`config.mk`:
```
export PLATFORM = sky130hd
export DESIGN_NAME = dcache_top
export DESIGN_NICKNAME = d
export VERILOG_FILES = /design/src/cache_bus_pkg.sv /design/src/cache_geom_pkg.sv /design/src/dcache_ctrl.sv /design/src/dcache_lru.sv /design/src/dcache_req_buf.sv /design/src/dcache_top.sv /design/src/dcache_ways.sv
export SDC_FILE = /design/constraint.sdc
export NUM_CORES = 2
export LEC_CHECK = 0
export BUFFER_PORTS_ARGS = -buffer_cell sky130_fd_sc_hd__clkbuf_2
export CORE_UTILIZATION = 45
export CTS_CLUSTER_DIAMETER = 30
export DETAILED_ROUTE_END_ITERATION = 16
export GPL_TIMING_DRIVEN = 0
export SYNTH_ARGS = -nofsm -noshare
export SYNTH_HDL_FRONTEND = slang
export SYNTH_MEMORY_MAX_BITS = 65536
export SYNTH_SLANG_ARGS = --single-unit
```
`constraint.sdc`:
```
create_clock -name clk -period 8.9 [get_ports clk]
set_input_delay 0.445 -clock clk [delete_from_list [all_inputs] [get_ports clk]]
set_output_delay 0.445 -clock clk [all_outputs]
set_load 0.01 [all_outputs]
```
`src/cache_bus_pkg.sv`:
```
// processor request and wishbone classic port types, shared by the cache and its testbench
`default_nettype none

package cache_bus_pkg;

    // one load or store from the processor, held steady until accepted
    typedef struct packed {
        logic        we;
        logic [31:0] addr;
        logic [31:0] wdata;
        logic [3:0]  sel;
    } cpu_req_t;

    ////////////////////////////////////////////////////////////////////////////
    // wishbone classic, single transfers only
    ////////////////////////////////////////////////////////////////////////////

    // master side, driven by the cache controller
    typedef struct packed {
        logic        cyc;
        logic        stb;
        logic        we;
        logic [31:0] adr;
        logic [31:0] dat;
        logic [3:0]  sel;
    } wb_m2s_t;

    // slave side, ack ends the current transfer
    typedef struct packed {
        logic        ack;
        logic [31:0] dat;
    } wb_s2m_t;

endpackage

`default_nettype wire

```
`src/cache_geom_pkg.sv`:
```
// cache organisation constants, controller states and the array write command
`default_nettype none

package cache_geom_pkg;

    // two ways, the lru keeps a single bit per set
    localparam int WAYS = 2;

    ////////////////////////////////////////////////////////////////////////////
    // controller
    ////////////////////////////////////////////////////////////////////////////

    // lookup lasts one cycle, refill and write_through wait on the bus
    typedef enum logic [1:0] {
        idle          = 2'd0,
        lookup        = 2'd1,
        refill        = 2'd2,
        write_through = 2'd3
    } ctrl_state_e;

    ////////////////////////////////////////////////////////////////////////////
    // array write command from the controller to the tag and data arrays
    ////////////////////////////////////////////////////////////////////////////

    typedef struct packed {
        // one enable per way
        logic [WAYS-1:0] way_we;
        // tag and valid, set with the last refill word
        logic            tag_we;
        // full word from the bus, strobes ignored
        logic            refill;
        // word number within the line, upper bits unused
        logic [7:0]      word;
        logic [31:0]     data;
        logic [3:0]      sel;
    } array_wr_t;

endpackage

`default_nettype wire

```
`src/dcache_ctrl.sv`:
```
// cache control FSM that runs lookup, line refill, write-through and the processor responses
`default_nettype none
`timescale 1ns/1ps

module dcache_ctrl #(
    parameter int index_width = 4,
    parameter int offset_width = 2
) (
    input  wire logic                              clk,
    input  wire logic                              rstn,
    input  wire logic                              req_valid,
    output logic                                   req_ready,
    output logic                                   capture,
    input  cache_bus_pkg::cpu_req_t                buf_req,
    input  wire logic [index_width-1:0]            index,
    input  wire logic [offset_width-1:0]           word,
    input  wire logic [cache_geom_pkg::WAYS-1:0]   hit,
    input  wire logic [31:0]                       rdata_way,
    input  wire logic                              victim,
    output logic                                   touch,
    output logic                                   touch_way,
    output cache_geom_pkg::array_wr_t              wr,
    output logic                                   rsp_valid,
    output logic [31:0]                            rdata,
    output cache_bus_pkg::wb_m2s_t                 wb_o,
    input  cache_bus_pkg::wb_s2m_t                 wb_i
);

    localparam int line_lsb = offset_width + 2;
    localparam int tag_lsb = index_width + offset_width + 2;
    localparam logic [offset_width-1:0] last_word = '1;

    cache_geom_pkg::ctrl_state_e state;
    cache_geom_pkg::ctrl_state_e state_nx;

    // refill word counter, counts acks
    logic [offset_width-1:0] cnt;
    // requested word, caught off the bus during refill
    logic [31:0]             fill_q;
    logic [31:0]             fill_word;
    logic [31:0]             line_adr;
    logic                    any_hit;

    assign any_hit = |hit;
    assign capture = req_valid && req_ready;

    // requested word may arrive in the very last ack
    assign fill_word = (cnt == word) ? wb_i.dat : fill_q;

    // first byte of the line, tag bits kept and offset cleared
    assign line_adr = ((buf_req.addr >> tag_lsb) << tag_lsb) | (32'(index) << line_lsb);

    ////////////////////////////////////////////////////////////////////////////
    // next state and outputs
    ////////////////////////////////////////////////////////////////////////////

    always_comb begin
        state_nx  = state;
        req_ready = 1'b0;
        rsp_valid = 1'b0;
        rdata     = rdata_way;
        touch     = 1'b0;
        touch_way = hit[1];
        wr        = '0;
        wb_o      = '0;

        case (state)
            cache_geom_pkg::idle: begin
                req_ready = 1'b1;
            end

            cache_geom_pkg::lookup: begin
                if (!buf_req.we && any_hit) begin
                    // read hit, answered now
                    req_ready = 1'b1;
                    rsp_valid = 1'b1;
                    touch     = 1'b1;
                end else if (buf_req.we) begin
                    state_nx = cache_geom_pkg::write_through;
                    if (any_hit) begin
                        // store hit updates the line here, memory follows
                        touch     = 1'b1;
                        wr.way_we = hit;
                        wr.word   = 8'(word);
                        wr.data   = buf_req.wdata;
                        wr.sel    = buf_req.sel;
                    end
                end else begin
                    state_nx = cache_geom_pkg::refill;
                end
            end

            cache_geom_pkg::refill: begin
                wb_o.cyc = 1'b1;
                wb_o.stb = 1'b1;
                wb_o.adr = line_adr | (32'(cnt) << 2);
                wb_o.sel = 4'hf;
                if (wb_i.ack) begin
                    wr.way_we[victim] = 1'b1;
                    wr.refill = 1'b1;
                    wr.word   = 8'(cnt);
                    wr.data   = wb_i.dat;
                    if (cnt == last_word) begin
                        // line complete, tag goes valid with the last word
                        wr.tag_we = 1'b1;
                        touch     = 1'b1;
                        touch_way = victim;
                        rsp_valid = 1'b1;
                        rdata     = fill_word;
                        req_ready = 1'b1;
                    end
                end
            end

            cache_geom_pkg::write_through: begin
                wb_o.cyc = 1'b1;
                wb_o.stb = 1'b1;
                wb_o.we  = 1'b1;
                wb_o.adr = buf_req.addr;
                wb_o.dat = buf_req.wdata;
                wb_o.sel = buf_req.sel;
                if (wb_i.ack) begin
                    rsp_valid = 1'b1;
                    req_ready = 1'b1;
                end
            end

            default: begin
                state_nx = cache_geom_pkg::idle;
            end
        endcase

        // finished, either straight into the next lookup or back to idle
        if (req_ready) begin
            state_nx = req_valid ? cache_geom_pkg::lookup : cache_geom_pkg::idle;
        end
    end

    ////////////////////////////////////////////////////////////////////////////
    // registers
    ////////////////////////////////////////////////////////////////////////////

    always_ff @(posedge clk or negedge rstn) begin
        if (!rstn) begin
            state <= cache_geom_pkg::idle;
            cnt   <= '0;
        end else begin
            state <= state_nx;
            if (state == cache_geom_pkg::lookup) begin
                cnt <= '0;
            end else if (state == cache_geom_pkg::refill && wb_i.ack) begin
                cnt <= cnt + 1'b1;
            end
        end
    end

    always_ff @(posedge clk) begin
        if (state == cache_geom_pkg::refill && wb_i.ack && cnt == word) begin
            fill_q <= wb_i.dat;
        end
    end

endmodule

`default_nettype wire

```
`src/dcache_lru.sv`:
```
// one lru bit per set, naming the way to be replaced on the next refill
`default_nettype none
`timescale 1ns/1ps

module dcache_lru #(
    parameter int index_width = 4
) (
    input  wire logic                   clk,
    input  wire logic                   rstn,
    input  wire logic [index_width-1:0] index,
    input  wire logic                   touch,
    input  wire logic                   touch_way,
    output logic                        victim
);

    localparam int sets = 1 << index_width;

    // bit set means way 1 is the least recently used
    logic [sets-1:0] lru_q;

    always_ff @(posedge clk or negedge rstn) begin
        if (!rstn) begin
            lru_q <= '0;
        end else if (touch) begin
            // the way just used becomes the most recent
            lru_q[index] <= ~touch_way;
        end
    end

    assign victim = lru_q[index];

endmodule

`default_nettype wire

```
`src/dcache_req_buf.sv`:
```
// holds the accepted processor request and splits its address into tag, set index and word
`default_nettype none
`timescale 1ns/1ps

module dcache_req_buf #(
    parameter int index_width = 4,
    parameter int offset_width = 2,
    localparam int tag_width = 30 - index_width - offset_width
) (
    input  wire logic                     clk,
    input  wire logic                     rstn,
    input  wire logic                     capture,
    input  cache_bus_pkg::cpu_req_t       req,
    output cache_bus_pkg::cpu_req_t       buf_req,
    output logic [tag_width-1:0]          tag,
    output logic [index_width-1:0]        index,
    output logic [offset_width-1:0]       word
);

    // bit positions inside a byte address
    localparam int word_lsb = 2;
    localparam int index_lsb = word_lsb + offset_width;

    // request stays here until the controller takes the next one
    always_ff @(posedge clk or negedge rstn) begin
        if (!rstn) begin
            buf_req <= '0;
        end else if (capture) begin
            buf_req <= req;
        end
    end

    // address split, used by arrays, lru and controller alike
    assign word  = buf_req.addr[word_lsb +: offset_width];
    assign index = buf_req.addr[index_lsb +: index_width];
    assign tag   = buf_req.addr[31 -: tag_width];

endmodule

`default_nettype wire

```
`src/dcache_top.sv`:
```
// two-way write-through data cache between a processor port and a wishbone classic bus
`default_nettype none
`timescale 1ns/1ps

module dcache_top #(
    parameter int index_width = 4,
    parameter int offset_width = 2
) (
    input  wire logic                clk,
    input  wire logic                rstn,
    input  wire logic                req_valid,
    input  cache_bus_pkg::cpu_req_t  req,
    output logic                     req_ready,
    output logic                     rsp_valid,
    output logic [31:0]              rdata,
    output cache_bus_pkg::wb_m2s_t   wb_o,
    input  cache_bus_pkg::wb_s2m_t   wb_i
);

    localparam int tag_width = 30 - index_width - offset_width;

    cache_bus_pkg::cpu_req_t             buf_req;
    cache_geom_pkg::array_wr_t           wr;
    logic                                capture;
    logic [tag_width-1:0]                tag;
    logic [index_width-1:0]              index;
    logic [offset_width-1:0]             word;
    logic [index_width-1:0]              rd_index;
    logic [cache_geom_pkg::WAYS-1:0]     hit;
    logic [31:0]                         way_rdata;
    logic                                victim;
    logic                                touch;
    logic                                touch_way;

    // set of the incoming request, so the arrays are read during capture
    assign rd_index = req.addr[offset_width + 2 +: index_width];

    dcache_req_buf #(
        .index_width  (index_width),
        .offset_width (offset_width)
    ) u_req_buf (
        .clk     (clk),
        .rstn    (rstn),
        .capture (capture),
        .req     (req),
        .buf_req (buf_req),
        .tag     (tag),
        .index   (index),
        .word    (word)
    );

    dcache_ways #(
        .index_width  (index_width),
        .offset_width (offset_width)
    ) u_ways (
        .clk      (clk),
        .rstn     (rstn),
        .rd_index (rd_index),
        .tag      (tag),
        .word     (word),
        .wr_index (index),
        .wr       (wr),
        .hit      (hit),
        .rdata    (way_rdata)
    );

    dcache_lru #(
        .index_width (index_width)
    ) u_lru (
        .clk       (clk),
        .rstn      (rstn),
        .index     (index),
        .touch     (touch),
        .touch_way (touch_way),
        .victim    (victim)
    );

    dcache_ctrl #(
        .index_width  (index_width),
        .offset_width (offset_width)
    ) u_ctrl (
        .clk       (clk),
        .rstn      (rstn),
        .req_valid (req_valid),
        .req_ready (req_ready),
        .capture   (capture),
        .buf_req   (buf_req),
        .index     (index),
        .word      (word),
        .hit       (hit),
        .rdata_way (way_rdata),
        .victim    (victim),
        .touch     (touch),
        .touch_way (touch_way),
        .wr        (wr),
        .rsp_valid (rsp_valid),
        .rdata     (rdata),
        .wb_o      (wb_o),
        .wb_i      (wb_i)
    );

endmodule

`default_nettype wire

```
`src/dcache_ways.sv`:
```
// tag, valid and data arrays of the two ways, with hit compare and read word select
`default_nettype none
`timescale 1ns/1ps

module dcache_ways #(
    parameter int index_width = 4,
    parameter int offset_width = 2,
    localparam int tag_width = 30 - index_width - offset_width
) (
    input  wire logic                              clk,
    input  wire logic                              rstn,
    input  wire logic [index_width-1:0]            rd_index,
    input  wire logic [tag_width-1:0]              tag,
    input  wire logic [offset_width-1:0]           word,
    input  wire logic [index_width-1:0]            wr_index,
    input  cache_geom_pkg::array_wr_t              wr,
    output logic [cache_geom_pkg::WAYS-1:0]        hit,
    output logic [31:0]                            rdata
);

    localparam int sets = 1 << index_width;
    localparam int words = 1 << offset_width;

    logic [tag_width-1:0]   tag_q   [cache_geom_pkg::WAYS][sets];
    logic [sets-1:0]        valid_q [cache_geom_pkg::WAYS];
    logic [31:0]            data_q  [cache_geom_pkg::WAYS][sets][words];

    // set address of the lookup, taken at the capture edge
    logic [index_width-1:0] rd_q;
    logic [offset_width-1:0] wr_word;
    logic [31:0]            way_word [cache_geom_pkg::WAYS];

    assign wr_word = wr.word[offset_width-1:0];

    // registered read address, so writes on the capture edge are seen in lookup
    always_ff @(posedge clk) begin
        rd_q <= rd_index;
    end

    ////////////////////////////////////////////////////////////////////////////
    // array updates
    ////////////////////////////////////////////////////////////////////////////

    always_ff @(posedge clk or negedge rstn) begin
        if (!rstn) begin
            for (int w = 0; w < cache_geom_pkg::WAYS; w++) begin
                valid_q[w] <= '0;
            end
        end else begin
            for (int w = 0; w < cache_geom_pkg::WAYS; w++) begin
                if (wr.way_we[w] && wr.tag_we) begin
                    valid_q[w][wr_index] <= 1'b1;
                end
            end
        end
    end

    // refill writes every byte, a store hit only the strobed ones
    always_ff @(posedge clk) begin
        for (int w = 0; w < cache_geom_pkg::WAYS; w++) begin
            if (wr.way_we[w]) begin
                if (wr.tag_we) begin
                    tag_q[w][wr_index] <= tag;
                end
                for (int b = 0; b < 4; b++) begin
                    if (wr.refill || wr.sel[b]) begin
                        data_q[w][wr_index][wr_word][8*b +: 8] <= wr.data[8*b +: 8];
                    end
                end
            end
        end
    end

    ////////////////////////////////////////////////////////////////////////////
    // lookup
    ////////////////////////////////////////////////////////////////////////////

    always_comb begin
        for (int w = 0; w < cache_geom_pkg::WAYS; w++) begin
            hit[w]      = valid_q[w][rd_q] && (tag_q[w][rd_q] == tag);
            way_word[w] = data_q[w][rd_q][word];
        end
    end

    // at most one way can match, so way 1 decides the select
    assign rdata = way_word[hit[1]];

endmodule

`default_nettype wire

```
==> flow_metrics.py <==
metrics = {
    "timing": {
        "clock-skew-final_ns": 0.123,
        "hold_violations": 0,
        "post-route-min-period_ns": 9.12,
        "slew_violations": 29,
        "setup_ws_ns": -0.217,
        "setup_viol": 21,
        "period_share": 1.02,
        "slew-limit-headroom": -0.0391,
        "max_freq_ghz": 0.110,
        "worst_slew_pin_slew_ns": 1.56,
    },
    "pwr": {
        "ir_drop_mv": 0.405,
        "total_power_mw": 70.2,
        "p_leak_nw": 80.9,
        "p_per_area_nw_per_um2": 286,
    },
    "global_route": {
        "globalRouteOverflowTotal": 0,
        "grt_pass1_vias": 106000,
        "grt_antenna_before_repair": 66,
        "grt_pass1_wl_um": 910000,
        "grt_max_degree": 84,
        "grt_use_total": 0.307,
    },
    "worst_setup_path": {
        "crit_cells": 14,
        "cp.arrival_ns": 8.67,
        "endpoint_kind": "primary output",
        "crit_chain": "buf_4, buf_4, buf_4, buf_2, buf_2, buf_2, clkbuf_2, clkbuf_1, mux4_2, mux4_2, mux4_2, mux2i_1, a21oi_1, clkbuf_2",
        "crit_required_ns": 8.46,
        "path_delay_family": "buffers and inverters",
        "cpPeakStageDelay_ns": 0.83,
        "slowest_stage": "mux2i_1",
        "crit_buf_inv": 9,
        "setup.worst_path.start_class": "flop",
        "reg2reg_depth": 17,
        "crit_type": "flop to primary output",
        "critPathMaxFanout": 10,
    },
    "synthesis": {
        "synth_top_area_frac": 0.746,
        "yosys_register_bits": 5021,
        "netlist_area_um2": 197000,
        "async_flop_share": 0.0241,
        "ys_types": 62,
        "ys_top_cells_by_area": "edfxtp_1, mux4_2, dfrtp_1",
        "synth_nets": 8782,
        "syn_area_per_cell_um2": 22.7,
        "syn-instance-count": 8672,
        "synth-seq-area-share": 0.762,
        "yosysMostFrequentCell": "edfxtp_1",
        "synth-edff-count": 4896,
        "yosysWarnings": 0,
        "synthFlopType": "edfxtp_1",
        "yosysTopAreaCell": "edfxtp_1",
        "synthTopCellsByCount": "edfxtp_1, mux4_2, nor3_1",
    },
    "clock_tree": {
        "htreeDepth": 6,
        "cts-buffers-inserted": 940,
        "cts.clk_slew.worst_paths_ns": 0.05,
        "cts_sinks": 5021,
        "cts_setup_buffers": 0,
        "cts_tree": "done",
        "root_buffer": "clkbuf_16",
        "clk_latency_ns": 1.21,
        "clock_path_buffers": 4,
    },
    "die": {
        "initial_core_util": 0.453,
        "fp.dieW_um": 664,
        "pin_count": 210,
        "core_um2": 435000,
        "dieArea_um2": 440000,
        "die_h_um": 664,
        "row_count": 242,
    },
    "placed_design": {
        "gp_congestion": 0.990,
        "port_buffers": 209,
        "dp_hpwl_um": 482000,
        "placed_cell_area_um2": 211000,
    },
    "finish": {
        "nFillCells": 31500,
        "area_growth_pct": 24.7,
        "fin_area_um2": 246000,
        "layout.nets": 10400,
        "drive_above_1_share": 0.397,
    },
    "drt": {
        "via_count": 107000,
        "drt-total-wl_um": 682000,
        "drc": 0,
        "viasPerCell": 6.35,
        "drtPass1Iterations": 7,
        "ant_nets": 0,
        "avgRoutedWirePerCell_um": 40.4,
        "drt_iter0_markers": 16800,
    },
    "flow_run": {
        "max_cap_violations": 8,
    },
    "min_path": {
        "min_path_cells": 2,
        "min_path_type": "input port to flop",
    },
    "status": {
        "violations": "max-capacitance violations, max-slew violations, negative setup slack",
        "status": "finished with violations",
    },
}
==> cell usage in the layout, fill, tap and decap left out, drive strengths merged, types with 107 or more instances in the layout <==
cell type	count
clkbuf	1563
inv	124
mux4	1530
nor3	397
nand2	161
bufinv	114
buf	610
dfrtp	121
clkinvlp	136
clkinv	373
nor4	137
dlygate4sd3	107
edfxtp	4896
mux2i	127
==> final timing paths <==
check / startpoint / endpoint / slack [ns]
min in group asynchronous: rstn / u_ways.valid_q[15]$_DFFE_PN0N_ / 0.48
worst max-delay path: u_ways.rd_q[1]$_DFF_P_ / rdata[7] / -0.22
worst min register to register: u_ways.valid_q[25]$_DFFE_PN0N_ / u_ways.valid_q[25]$_DFFE_PN0N_ / 0.45
max in group asynchronous: rstn / u_req_buf.buf_req[18]$_DFFE_PN0P_ / 7.83
worst min-delay path: wb_i[11] / u_ctrl.fill_q[11]$_DFFE_PP_ / 0.03
worst max register to register: u_ways.rd_q[2]$_DFF_P_ / u_ways.data_q[1][385]$_DFFE_PP_ / 0.79
==> final cells by class <==
class                           count  area [um^2]  area share
Timing Repair Buffer              638         6620      0.0269
Clock buffer                     1048        24100      0.0983
Clock inverter                    740         8350      0.0340
Antenna cell                       51          128    0.000520
Inverter                            7         26.3    0.000107
Buffer                            595         2780      0.0113
Multi-Input combinational cell   3048        46300       0.188
Tap cell                         5734         7170      0.0292
Sequential cell                  5021       150000       0.611
==> cells by family (layout without fill, tap and decap cells) <==
kind of cell | count (synthesis) | in the layout | share of synthesized area
flops | 5021 | 5021 | 0.762
mux | 1746 | 1746 | 0.186
simple gates | 998 | 998 | 0.0263
buf+inv | 603 | 3028 | 0.0135
compound gates | 245 | 245 | 0.00882
xor+xnor | 54 | 54 | 0.00240
fa+ha+maj | 5 | 5 | 0.000318
other cells | 0 | 51 | 0
==> sequential cells by signal, indices dropped and copies added (netlist names) <==
signal             count
u_ctrl.fill_q         32
u_ctrl.cnt             2
u_ctrl.state           2
u_ways.rd_q            4
u_lru.lru_q           16
u_ways.data_q       4096
u_req_buf.buf_req     69
u_ways.valid_q        32
u_ways.tag_q         768
==> routing by layer <==
metal,global-route usage,share of wire
met1,0.381,0.34
met2,0.469,0.46
met3,0.0828,0.11
met4,0.219,0.085
met5,0,0.00022
==> metrics by stage <==
stage	worst slack, ns	util	TNS [ns]	hold WS, ns	cells
final	-0.217	0.565	-2.09	0.0312	16900
after global placement	-8.05	0.472	-	0.434	14600
after CTS	0.000000888	0.563	0	0.00177	16800
after global routing	-0.0101	0.564	-0.0101	0.0486	16900
after floorplan	1.71	-	0	0.149	8672
after detailed placement	0.0309	0.485	0	0.393	14900
==> power breakdown <==
| group | internal, mW | leakage (nW) | switching, mW |
|---|---|---|---|
| clock | 23.0 | 15.5 | 12.8 |
| sequential | 26.8 | 46.8 | 0.916 |
| combinational | 1.98 | 18.6 | 4.68 |
==> timing repair <==
item	in CTS	in global routing
endpoints found under the hold margin	228	0
resized for setup	48	0
endpoints found under the setup margin	32	2
hold buffers	108	0
Power figures use the tool's default switching activity.
